[src/hdl/fdc_reg_pkg.sv]
// ==============================
// fdc register definitions
// data byte type, main status bit
// positions and status 0 codes
// ==============================

package fdc_reg_pkg;

	// one byte on the host data bus or in a register
	typedef logic [7:0] reg_byte_t;

	// ==============================
	// main status register
	// ==============================
	localparam int MSR_D0B = 0;	// drive 0 seeking
	localparam int MSR_D1B = 1;	// drive 1 seeking
	localparam int MSR_CB  = 4;	// controller busy
	localparam int MSR_DIO = 6;	// 1 = controller to host
	localparam int MSR_RQM = 7;	// data port ready

	localparam reg_byte_t MSR_RESET = 8'h80;	// only rqm set

	// ==============================
	// status register 0 replies
	// ==============================

	// normal end of seek, drive number goes into bit 0
	localparam reg_byte_t ST0_SEEK_END = 8'h20;

	// abnormal end, seek end and not ready
	localparam reg_byte_t ST0_SEEK_FAIL = 8'hE8;

	// invalid opcode, also sense int with nothing pending
	localparam reg_byte_t ST0_INVALID = 8'h80;

endpackage

[src/hdl/fdc_cmd_pkg.sv]
// ==============================
// fdc command definitions
// opcodes, command phases, drive and
// cylinder types, drive limits
// ==============================

package fdc_cmd_pkg;

	// kept commands by their low five opcode bits
	// upper three bits of the opcode byte must be zero
	typedef enum logic [4:0] {
		OP_SPECIFY     = 5'h03,
		OP_SENSE_DRIVE = 5'h04,
		OP_RECALIBRATE = 5'h07,
		OP_SENSE_INT   = 5'h08,
		OP_SEEK        = 5'h0F
	} fdc_opcode_e;

	// command machine phases
	typedef enum logic [2:0] {
		PH_IDLE,	// waiting for an opcode
		PH_SPEC_SRT,	// specify byte 1, srt and hut
		PH_SPEC_HLT,	// specify byte 2, hlt and nd
		PH_UNIT,	// drive select byte
		PH_NCN,	// seek target cylinder
		PH_RESULT	// reply bytes to the host
	} fdc_phase_e;

	// drive select, two drives
	typedef logic drive_t;

	// cylinder number
	typedef logic [7:0] cyl_t;

	// step rate field of specify
	typedef logic [3:0] step_rate_t;

	// ==============================
	// drive limits
	// ==============================

	// cylinders on a drive
	localparam cyl_t MAX_TRACKS = 8'd80;

	// step rate until the first specify
	localparam step_rate_t SRT_RESET = 4'd4;

endpackage

[src/hdl/fdc_host_port.sv]
// ==============================
// fdc host port
// samples the bus strobes, makes data port
// pulses and drives the read data byte
// ==============================

module fdc_host_port (
	input  logic                   clk_sys,
	input  logic                   reset,
	input  logic                   i_nrd,
	input  logic                   i_nwr,
	input  logic                   i_a0,
	input  fdc_reg_pkg::reg_byte_t i_din,
	input  fdc_reg_pkg::reg_byte_t i_result,
	input  logic                   i_rqm,
	input  logic                   i_dio,
	input  logic                   i_cb,
	input  logic [1:0]             i_drive_busy,
	output logic                   o_data_wr,
	output logic                   o_data_rd,
	output fdc_reg_pkg::reg_byte_t o_wr_byte,
	output fdc_reg_pkg::reg_byte_t o_dout
);
	import fdc_reg_pkg::*;

	logic      nrd_s, nwr_s, a0_s;	// sampled pins
	logic      rd_old, wr_old;	// previous sample
	logic      rd_s, wr_s;
	logic      stat_rd;	// main status read pulse
	reg_byte_t msr, msr_next;

	assign rd_s = nwr_s & ~nrd_s;
	assign wr_s = ~nwr_s & nrd_s;

	// main status from the command machine and the seek units
	always_comb begin
		msr_next = '0;
		msr_next[MSR_D0B] = i_drive_busy[0];
		msr_next[MSR_D1B] = i_drive_busy[1];
		msr_next[MSR_CB]  = i_cb;
		msr_next[MSR_DIO] = i_dio;
		msr_next[MSR_RQM] = i_rqm;
	end

	always_ff @(posedge clk_sys) begin
		if (reset) begin
			nrd_s     <= 1'b1;
			nwr_s     <= 1'b1;
			a0_s      <= 1'b0;
			rd_old    <= 1'b0;
			wr_old    <= 1'b0;
			o_data_wr <= 1'b0;
			o_data_rd <= 1'b0;
			stat_rd   <= 1'b0;
			msr       <= MSR_RESET;
			o_dout    <= '0;
		end else begin
			nrd_s  <= i_nrd;
			nwr_s  <= i_nwr;
			a0_s   <= i_a0;
			rd_old <= rd_s;
			wr_old <= wr_s;
			// a0 decoded once here, status reads stay local
			o_data_wr <= wr_s & ~wr_old & a0_s;
			o_data_rd <= rd_s & ~rd_old & a0_s;
			stat_rd   <= rd_s & ~rd_old & ~a0_s;
			msr       <= msr_next;
			if (stat_rd)
				o_dout <= msr;
			else if (o_data_rd)
				o_dout <= i_result;	// reply byte before the fsm advances
		end
	end

	// written byte, taken once per write strobe
	always_ff @(posedge clk_sys) begin
		if (wr_s & ~wr_old)
			o_wr_byte <= i_din;
	end

endmodule

[src/hdl/fdc_drive_seek.sv]
// ==============================
// fdc seek unit, one per drive
// head position, step timer and
// interrupt pending state
// ==============================

module fdc_drive_seek #(
	parameter int CYCLES_PER_MS = 4000
) (
	input  logic                    clk_sys,
	input  logic                    reset,
	input  logic                    i_seek_start,
	input  fdc_cmd_pkg::cyl_t       i_target_cyl,
	input  fdc_cmd_pkg::step_rate_t i_step_rate,
	input  logic                    i_ready,
	input  logic                    i_int_clear,
	output fdc_cmd_pkg::cyl_t       o_pcn,
	output logic                    o_busy,
	output logic                    o_int_pending,
	output logic                    o_int_ok
);
	import fdc_cmd_pkg::*;

	localparam int MS_W = (CYCLES_PER_MS < 2) ? 1 : $clog2(CYCLES_PER_MS + 1);

	typedef enum logic [1:0] {
		SK_IDLE,
		SK_STEP,	// compare and move one cylinder
		SK_WAIT	// step period
	} seek_state_e;

	seek_state_e      state;
	cyl_t             ncn;	// new cylinder number
	logic [MS_W-1:0]  ms_cnt;	// cycles left in this ms
	logic [4:0]       ms_left;	// ms left in this step
	logic             target_ok;

	assign target_ok = (i_ready && (i_target_cyl < MAX_TRACKS)) || (i_target_cyl == '0);
	assign o_busy    = (state != SK_IDLE);

	always_ff @(posedge clk_sys) begin
		if (reset) begin
			state         <= SK_IDLE;
			o_pcn         <= '0;
			o_int_pending <= 1'b0;
			o_int_ok      <= 1'b0;
			ms_cnt        <= '0;
			ms_left       <= '0;
		end else begin
			if (i_int_clear)
				o_int_pending <= 1'b0;

			case (state)
				SK_IDLE: begin
					if (i_seek_start) begin
						if (target_ok) begin
							ncn           <= i_target_cyl;
							o_int_pending <= 1'b0;
							state         <= SK_STEP;
						end else begin
							o_int_pending <= 1'b1;	// seek error, head stays
							o_int_ok      <= 1'b0;
						end
					end
				end

				SK_STEP: begin
					if (o_pcn == ncn) begin
						o_int_pending <= 1'b1;
						o_int_ok      <= i_ready;
						state         <= SK_IDLE;
					end else begin
						o_pcn   <= (o_pcn < ncn) ? o_pcn + 1'b1 : o_pcn - 1'b1;
						ms_cnt  <= MS_W'(CYCLES_PER_MS);
						ms_left <= 5'd16 - 5'(i_step_rate);	// 16 - srt ms per step
						state   <= SK_WAIT;
					end
				end

				SK_WAIT: begin
					if (ms_cnt != '0) begin
						ms_cnt <= ms_cnt - 1'b1;
					end else if (ms_left != 5'd1) begin
						ms_left <= ms_left - 1'b1;
						ms_cnt  <= MS_W'(CYCLES_PER_MS);
					end else begin
						state <= SK_STEP;
					end
				end

				default: state <= SK_IDLE;
			endcase
		end
	end

endmodule

[src/hdl/fdc_command_fsm.sv]
// ==============================
// fdc command machine
// opcode decode, parameter and reply
// phases, specify register
// ==============================

module fdc_command_fsm (
	input  logic                    clk_sys,
	input  logic                    reset,
	input  logic                    i_data_wr,
	input  logic                    i_data_rd,
	input  fdc_reg_pkg::reg_byte_t  i_wr_byte,
	input  fdc_cmd_pkg::cyl_t       i_pcn [2],
	input  logic [1:0]              i_busy,
	input  logic [1:0]              i_int_pending,
	input  logic [1:0]              i_int_ok,
	input  logic [1:0]              i_ready,
	input  logic [1:0]              i_wp,
	input  logic [1:0]              i_two_sided,
	output fdc_reg_pkg::reg_byte_t  o_result,
	output logic                    o_rqm,
	output logic                    o_dio,
	output logic                    o_cb,
	output logic [1:0]              o_seek_start,
	output fdc_cmd_pkg::cyl_t       o_target_cyl,
	output fdc_cmd_pkg::step_rate_t o_step_rate,
	output logic [1:0]              o_int_clear
);
	import fdc_reg_pkg::*;
	import fdc_cmd_pkg::*;

	fdc_phase_e  phase;
	fdc_opcode_e cmd;	// command in progress
	fdc_opcode_e op_dec;
	logic        op_valid;
	drive_t      drv;	// drive of the seek in progress
	drive_t      unit;	// drive in the byte being written
	drive_t      int_sel;	// lowest pending drive
	drive_t      int_drv;
	logic        int_clr_due;	// clear on the final read
	logic        res_more;
	reg_byte_t   res_next;	// second reply byte
	reg_byte_t   int_st0;
	reg_byte_t   st3;

	// ==============================
	// decode and reply bytes
	// ==============================
	always_comb begin
		op_valid = 1'b0;
		op_dec   = OP_SPECIFY;
		if (i_wr_byte[7:5] == 3'b000) begin
			case (i_wr_byte[4:0])
				OP_SPECIFY, OP_SENSE_DRIVE, OP_RECALIBRATE, OP_SENSE_INT, OP_SEEK: begin
					op_valid = 1'b1;
					op_dec   = fdc_opcode_e'(i_wr_byte[4:0]);
				end
				default: op_valid = 1'b0;
			endcase
		end
	end

	assign unit    = i_wr_byte[0];
	assign int_sel = i_int_pending[0] ? 1'b0 : 1'b1;
	assign int_st0 = (i_int_ok[int_sel] ? ST0_SEEK_END : ST0_SEEK_FAIL) | reg_byte_t'(int_sel);

	// st3 for the drive named in the unit byte
	assign st3 = {1'b0,
		i_wp[unit] & i_ready[unit],	// write protect
		i_ready[unit],
		i_pcn[unit] == '0,	// track 0
		i_two_sided[unit],
		i_wr_byte[2],	// head
		1'b0,
		unit};

	// status bits seen by the host
	always_comb begin
		o_rqm = 1'b1;
		o_cb  = 1'b1;
		o_dio = (phase == PH_RESULT);
		if (phase == PH_IDLE) begin
			o_rqm = ~|i_busy;	// no new command while a head moves
			o_cb  = 1'b0;
		end
	end

	// ==============================
	// command phases
	// ==============================
	always_ff @(posedge clk_sys) begin
		o_seek_start <= '0;
		o_int_clear  <= '0;
		if (reset) begin
			phase       <= PH_IDLE;
			cmd         <= OP_SPECIFY;
			o_step_rate <= SRT_RESET;
			o_result    <= '0;
			res_more    <= 1'b0;
			int_clr_due <= 1'b0;
		end else begin
			case (phase)
				PH_IDLE: begin
					if (i_data_wr && !(|i_busy)) begin
						cmd <= op_dec;
						if (!(op_valid && op_dec == OP_SENSE_INT))
							o_int_clear <= 2'b11;
						if (!op_valid) begin
							o_result <= ST0_INVALID;
							res_more <= 1'b0;
							phase    <= PH_RESULT;
						end else if (op_dec == OP_SPECIFY) begin
							phase <= PH_SPEC_SRT;
						end else if (op_dec == OP_SENSE_INT) begin
							if (|i_int_pending) begin
								o_result    <= int_st0;
								res_next    <= i_pcn[int_sel];
								int_drv     <= int_sel;
								res_more    <= 1'b1;
								int_clr_due <= 1'b1;
							end else begin
								o_result <= ST0_INVALID;	// nothing pending
								res_more <= 1'b0;
							end
							phase <= PH_RESULT;
						end else begin
							phase <= PH_UNIT;
						end
					end
				end

				PH_SPEC_SRT: if (i_data_wr) begin
					o_step_rate <= i_wr_byte[7:4];	// hut unused
					phase       <= PH_SPEC_HLT;
				end

				PH_SPEC_HLT: if (i_data_wr)
					phase <= PH_IDLE;	// hlt and nd unused

				PH_UNIT: if (i_data_wr) begin
					drv <= unit;
					if (cmd == OP_SEEK) begin
						phase <= PH_NCN;
					end else if (cmd == OP_RECALIBRATE) begin
						o_seek_start[unit] <= 1'b1;
						o_target_cyl       <= '0;
						phase              <= PH_IDLE;
					end else begin
						o_result <= st3;	// sense drive status
						res_more <= 1'b0;
						phase    <= PH_RESULT;
					end
				end

				PH_NCN: if (i_data_wr) begin
					o_seek_start[drv] <= 1'b1;
					o_target_cyl      <= i_wr_byte;
					phase             <= PH_IDLE;
				end

				PH_RESULT: if (i_data_rd) begin
					if (res_more) begin
						o_result <= res_next;
						res_more <= 1'b0;
					end else begin
						if (int_clr_due)
							o_int_clear[int_drv] <= 1'b1;
						int_clr_due <= 1'b0;
						phase       <= PH_IDLE;
					end
				end

				default: phase <= PH_IDLE;
			endcase
		end
	end

endmodule

[src/hdl/fdc_top.sv]
// ==============================
// fdc top level
// host port, command machine and
// one seek unit per drive
// ==============================

module fdc_top #(
	parameter int CYCLES_PER_MS = 4000
) (
	input  logic                   clk_sys,
	input  logic                   reset,
	input  logic                   i_nrd,
	input  logic                   i_nwr,
	input  logic                   i_a0,
	input  fdc_reg_pkg::reg_byte_t i_din,
	input  logic [1:0]             i_ready,
	input  logic [1:0]             i_wp,
	input  logic [1:0]             i_two_sided,
	output fdc_reg_pkg::reg_byte_t o_dout
);
	import fdc_reg_pkg::*;
	import fdc_cmd_pkg::*;

	logic       data_wr, data_rd;
	reg_byte_t  wr_byte, result;
	logic       rqm, dio, cb;
	logic [1:0] seek_start, int_clear;
	logic [1:0] busy, int_pending, int_ok;
	cyl_t       target_cyl;
	cyl_t       pcn [2];
	step_rate_t step_rate;

	fdc_host_port i_host_port (
		.clk_sys      (clk_sys),
		.reset        (reset),
		.i_nrd        (i_nrd),
		.i_nwr        (i_nwr),
		.i_a0         (i_a0),
		.i_din        (i_din),
		.i_result     (result),
		.i_rqm        (rqm),
		.i_dio        (dio),
		.i_cb         (cb),
		.i_drive_busy (busy),
		.o_data_wr    (data_wr),
		.o_data_rd    (data_rd),
		.o_wr_byte    (wr_byte),
		.o_dout       (o_dout)
	);

	fdc_command_fsm i_command_fsm (
		.clk_sys       (clk_sys),
		.reset         (reset),
		.i_data_wr     (data_wr),
		.i_data_rd     (data_rd),
		.i_wr_byte     (wr_byte),
		.i_pcn         (pcn),
		.i_busy        (busy),
		.i_int_pending (int_pending),
		.i_int_ok      (int_ok),
		.i_ready       (i_ready),
		.i_wp          (i_wp),
		.i_two_sided   (i_two_sided),
		.o_result      (result),
		.o_rqm         (rqm),
		.o_dio         (dio),
		.o_cb          (cb),
		.o_seek_start  (seek_start),
		.o_target_cyl  (target_cyl),
		.o_step_rate   (step_rate),
		.o_int_clear   (int_clear)
	);

	fdc_drive_seek #(.CYCLES_PER_MS(CYCLES_PER_MS)) i_seek0 (
		.clk_sys       (clk_sys),
		.reset         (reset),
		.i_seek_start  (seek_start[0]),
		.i_target_cyl  (target_cyl),
		.i_step_rate   (step_rate),
		.i_ready       (i_ready[0]),
		.i_int_clear   (int_clear[0]),
		.o_pcn         (pcn[0]),
		.o_busy        (busy[0]),
		.o_int_pending (int_pending[0]),
		.o_int_ok      (int_ok[0])
	);

	fdc_drive_seek #(.CYCLES_PER_MS(CYCLES_PER_MS)) i_seek1 (
		.clk_sys       (clk_sys),
		.reset         (reset),
		.i_seek_start  (seek_start[1]),
		.i_target_cyl  (target_cyl),
		.i_step_rate   (step_rate),
		.i_ready       (i_ready[1]),
		.i_int_clear   (int_clear[1]),
		.o_pcn         (pcn[1]),
		.o_busy        (busy[1]),
		.o_int_pending (int_pending[1]),
		.o_int_ok      (int_ok[1])
	);

endmodule

[config.mk]
export PLATFORM = sky130hd
export DESIGN_NAME = fdc_top
export DESIGN_NICKNAME = d
export VERILOG_FILES = /design/src/hdl/fdc_reg_pkg.sv /design/src/hdl/fdc_cmd_pkg.sv /design/src/hdl/fdc_host_port.sv /design/src/hdl/fdc_drive_seek.sv /design/src/hdl/fdc_command_fsm.sv /design/src/hdl/fdc_top.sv
export SDC_FILE = /design/constraint.sdc
export NUM_CORES = 1
export LEC_CHECK = 0
export BUFFER_PORTS_ARGS = -buffer_cell sky130_fd_sc_hd__clkbuf_2
export CAP_MARGIN = 20
export CORE_ASPECT_RATIO = 1.2
export CORE_MARGIN = 4
export CORE_UTILIZATION = 55
export CTS_CLUSTER_SIZE = 25
export DETAILED_ROUTE_END_ITERATION = 16
export HOLD_SLACK_MARGIN = 0.05
export PLACE_DENSITY = 0.75
export SETUP_SLACK_MARGIN = 0.15
export SYNTH_ARGS = -nofsm -noshare
export SYNTH_HDL_FRONTEND = slang
export SYNTH_SLANG_ARGS = --single-unit
[constraint.sdc]
create_clock -name clk_sys -period 2.92 [get_ports clk_sys]
set_input_delay 0.73 -clock clk_sys [delete_from_list [all_inputs] [get_ports clk_sys]]
set_output_delay 0.73 -clock clk_sys [all_outputs]
set_load 0.02 [all_outputs]
[Word-level counts from Yosys, hierarchy flattened]
Index checks and enable logic that the tools add are counted.
Storage, ports and cells
  bits in registers: 150
  input port bits: 19
  word-level logic and storage cells: 326
Cells by class
  add/sub/neg operators: 9
  $lt $le $gt $ge: 12
  equal/unequal tests: 57
  multiplexer cells: 134
  bitwise gates (word level): 21
  reductions and logical operators: 54
Operators by type and width (count)
  8-bit 2-to-1 mux: 25
  12-bit 2-to-1 mux: 6
  12-bit case mux with 2 select lines: 2
  1-bit 2-to-1 mux: 45
  2-bit inequality test (second input constant): 21
  5-bit 2-to-1 mux: 8
  2-bit 2-to-1 mux: 19
  3-bit 2-to-1 mux: 11
  4-bit AND reduction: 8
  8-bit case mux with 3 select lines: 1
  12-bit nonzero test: 2
  12-bit by 1-bit subtractor with 12-bit output (second input constant): 2
  5-bit by 4-bit equality test with 1-bit output (second input constant): 4
  2-bit by 1-bit inequality test with 1-bit output (second input constant): 10
  5-bit case mux with 2 select lines: 2
  2-bit nonzero test: 9
  8-bit by 1-bit adder with 8-bit output (second input constant): 2
  8-bit equality test: 2
  8-bit zero test: 2
  8-bit less-than comparator: 2
  8-bit case mux with 2 select lines: 1
  8-bit AND reduction: 2
  8-bit by 1-bit subtractor with 8-bit output (second input constant): 2
  5-bit by 3-bit equality test with 1-bit output (second input constant): 3
  38 further kinds: 96

[Depth between registers and ports, before layout]
  word-level depth: 11
  depth in mapped cells: 13

[Modules after synthesis]
A second synthesis with hierarchy kept.
Second synthesis, totals
  cell total of the unflattened synthesis: 817
  area, all modules: 7840.0 um2
Modules (own cells, without submodules)
  fdc_drive_seek (i_seek0): times used 1, cells an instance 259, area each 2306.0 um2
  fdc_command_fsm: times used 1, cells an instance 230, area each 2287.2 um2
  fdc_drive_seek (i_seek1): times used 1, cells an instance 259, area each 2272.2 um2
  fdc_host_port: times used 1, cells an instance 69, area each 974.7 um2

[Least setup slack after synthesis]
No wires, ideal clock.
  kind: reg2reg
  start point: register i_seek0.o_pcn[1]
  end point: register i_seek0.o_pcn[7]
  setup time: 129 ps
  arrival time: 2690 ps
  slack: 101 ps
  cell stages (with the launch flop): 13
  path buffers: 0
  cells stage by stage: dfxtp_1 > ha_1 > nor2b_1 > o211ai_1 > a21boi_0 > or2_2 > ha_1 > a21oi_1 > o2111ai_1 > a21o_1 > a21o_1 > o211ai_1 > nand4_1
On the way
  longest elaborated chain between the ends: 3
RTL lines
  start, declared: line fdc_drive_seek.sv:17  | output fdc_cmd_pkg::cyl_t o_pcn,
  start signal, assigned: line fdc_drive_seek.sv:73  | o_pcn <= (o_pcn < ncn) ? o_pcn + 1'b1 : o_pcn - 1'b1;
  parallel branches: the longest is 3 deep, another holds 8-bit by 1-bit subtractor with 8-bit output
Parallel ways; which one is timed is not known.
A chain may end at the register's enable or synchronous reset.

[Final worst setup path]
  start point: register i_seek0.ncn[1]
  end point: register i_seek0.o_pcn[7]
On the way
  longest elaborated chain between the ends: 3
RTL lines
  start, declared: line fdc_drive_seek.sv:33  | cyl_t ncn;
  start signal, assigned: line fdc_drive_seek.sv:57  | ncn <= i_target_cyl;
  parallel branches: the longest is 3 deep, another holds 8-bit less-than comparator
Parallel ways; which one is timed is not known.

==> results.cfg <==
[sta]
finClkSkew_ns = 0.00742
max_freq_mhz = 369
setup_tns_ns = 0
finalHoldViolCount = 0
drv_slew = 0
rsz0062_at_grt = true
period_minus_slack_ns = 2.71
timing.final.crit_share_pct = 92.7
slew_headroom_pct = 47.9
worst_pin_slew_ns = 0.775
finalSetupViolations = 0

[setup_path]
cp-start-kind = register
cp-end-kind = register
cp_top_family = compound AO/OA/AOI/OAI gates
critical_path_class = reg -> reg
cp.depth = 13
cp-endpoint = i_seek0.o_pcn[7]
r2r_slack_ns = 0.21
path_common_cell = ha_4
r2r.worst_path.cells = 13
cp.required_ns = 3.22
crit_start = i_seek0.ncn[1]
cp_slowest_stage_delay_ns = 0.38
crit_buf_inv = 1
crit_fanout = 6
cpMaxStageDelayCell = edfxtp_1
crit_chain = inv_2 -> ha_4 -> nor2b_1 -> o211ai_1 -> a21boi_1 -> or2_4 -> ha_4 -> nand3_4 -> o2111ai_4 -> a21o_1 -> a21oi_2 -> a32oi_1 -> nand4_1
arrival_ns = 3.01
worstReg2RegEnd = i_seek0.o_pcn[7]
worstReg2RegStart = i_seek0.ncn[1]

[finish]
final_common_cell = dfxtp_1
final_cells = 1098
top_regs = i_seek0.ms_cnt (12), i_seek1.ms_cnt (12)
fin_area_sq_um = 8960
drive_gt1_share_pct = 16.5
nFillCells = 1100
n_antenna_cell = 0
area_growth_pct = 17.0
most-common-layout-cells = dfxtp_1 (104), nor2_1 (102), a21oi_1 (77)
nNetsFinal = 980

[logic_synthesis]
synth_area_per_cell_sq_um = 8.93
syn_nets = 924
synth_top_family_by_area = simple AND/OR/NAND/NOR gates
synth.cell_area_sq_um = 7660
synth-edff-count = 42
synth_xor_area_share_pct = 1.60
synth.yosys.seq_area_share_pct = 43.9
synth_mux_area_share_pct = 3.38
synth_cell_types = 69
async_reset_ff_share_pct = 0
synth_seq_cells = 147
synth_compound_area_share_pct = 17.5
synth_top_area_share_pct = 27.4
synth_cells = 858
synth.area.top_cells = dfxtp_1 (27%), edfxtp_1 (16%), ha_1 (7.3%)
synth-simple-area-share_pct = 21.3
yosys.area_share.adder_pct = 7.87
synthFlopType = dfxtp_1
yosysTopAreaCell = dfxtp_1
yosysWarnings = 0

[global_route]
grt_overflow = 0
grt_usage_pct = 22.5
grt_antenna_before_repair = 0
grt_max_degree = 72
grt_pass1_wl_microns = 28300
grt_pass1_vias = 5913

[place]
io_buffers = 26
placed_cells = 1057
gp_congestion = 0.938
placed_area_sq_um = 8160
post-dp-hpwl_microns = 12200

[floorplan]
chipHeight_microns = 137
row_count = 47
coreArea_sq_um = 13700
die_w_microns = 116
die_area_sq_um = 15900
start_util_pct = 55.9
ios = 27

[route]
drc_errors = 0
routed_via_density = 5.78
vias = 6350
drt_wl_total_microns = 17600
route.antenna.remaining_nets = 0
drt-pass1-iter-count = 5
avgRoutedWirePerCell_microns = 16.0
drtIter0Drc = 577

[cts]
worst_skew_pair.late_latency_ns = 0.42
clk_pin_slew_ns = 0.06
cts_tree = yes
htreeDepth = 4
clockBufferDepth = 2
numCtsBuffers = 17
cts_num_sinks = 147
root_buffer = clkbuf_16
hold_buffers = 0

[run]
maxCapViolCount = 0

[power_and_ir_drop]
powerDensity_nw_per_um2 = 470
power.total_mw = 4.21
irDropWorstVdd_mv = 0.394
leakage_nw = 3.39

[hold_path]
min_path_type = reg -> reg

[outcome]
status = completed
==> worst min-delay path by stage <==
stage | from | to | slack (ns) | cells after the start
2_1_floorplan | i_host_port.a0_s | i_host_port.stat_rd | 0.40 | 1
3_3_place_gp | i_host_port.nrd_s | i_host_port.rd_old | 0.42 | 1
3_5_place_dp | i_host_port.nrd_s | i_host_port.rd_old | 0.43 | 1
4_1_cts | i_host_port.a0_s | i_host_port.stat_rd | 0.44 | 1
5_1_grt | i_host_port.a0_s | i_host_port.stat_rd | 0.46 | 1
6_report | i_host_port.a0_s | i_host_port.stat_rd | 0.44 | 1
==> layer usage <==
metal	vias to the layer above	share of wire (%)	track usage (%)
li1	3200	-	-
met1	2961	44	28.9
met2	152	49	36.9
met3	37	4.6	4.48
met4	0	2.8	9.61
met5	-	0	0
==> final cells by class <==
type                            count  area, sq um  area share [%]
Clock buffer                       17          425            4.75
Clock inverter                     15          121            1.35
Inverter                           52          195            2.18
Multi-Input combinational cell    623         4150            46.3
Sequential cell                   147         3360            37.5
Tap cell                          171          214            2.39
Timing Repair Buffer               73          495            5.53
==> logic make-up after synthesis <==
| logic type | Yosys count |
|---|---|
| XOR/XNOR | 14 |
| multiplexers | 25 |
| adder cells (fa/ha/maj) | 47 |
| flip-flops | 147 |
| buffers and inverters | 88 |
| AND/OR/NAND/NOR | 325 |
| AO/OA/AOI/OAI | 212 |
==> power breakdown <==
group	switching, mW	internal (mW)	total, mW	leakage [nW]
Combinational	0.0531	0.0290	0.0821	1.91
Clock	0.911	1.11	2.02	0.268
Sequential	0.0123	2.10	2.11	1.21
==> synth_stat cells, drive strengths merged, types with 11 or more instances <==
master,instances
and3,11
ha,45
nor2,104
nand2b,12
edfxtp,42
clkbuf,26
nand2,63
nor2b,20
nand3,23
nor3,26
inv,52
dfxtp,105
mux2i,18
a21oi,84
o21ai,49
==> through the flow <==
stage	hold WS (ns)	worst slack, ns	utilization, %
2_1_floorplan	0.398	0.183	-
3_3_place_gp	0.420	0.134	59.6
3_5_place_dp	0.431	0.0775	59.6
4_1_cts	0.442	0.147	63.7
5_1_grt	0.460	0.0631	65.4
6_report	0.439	0.212	65.4
==> repair_timing <==
item                                    in CTS  in global routing
pin swaps                                    0                 24
gates resized for setup                      6                 26
setup buffers                                0                  9
endpoints found under the setup margin       4                  6
Power figures use the tool's default switching activity.
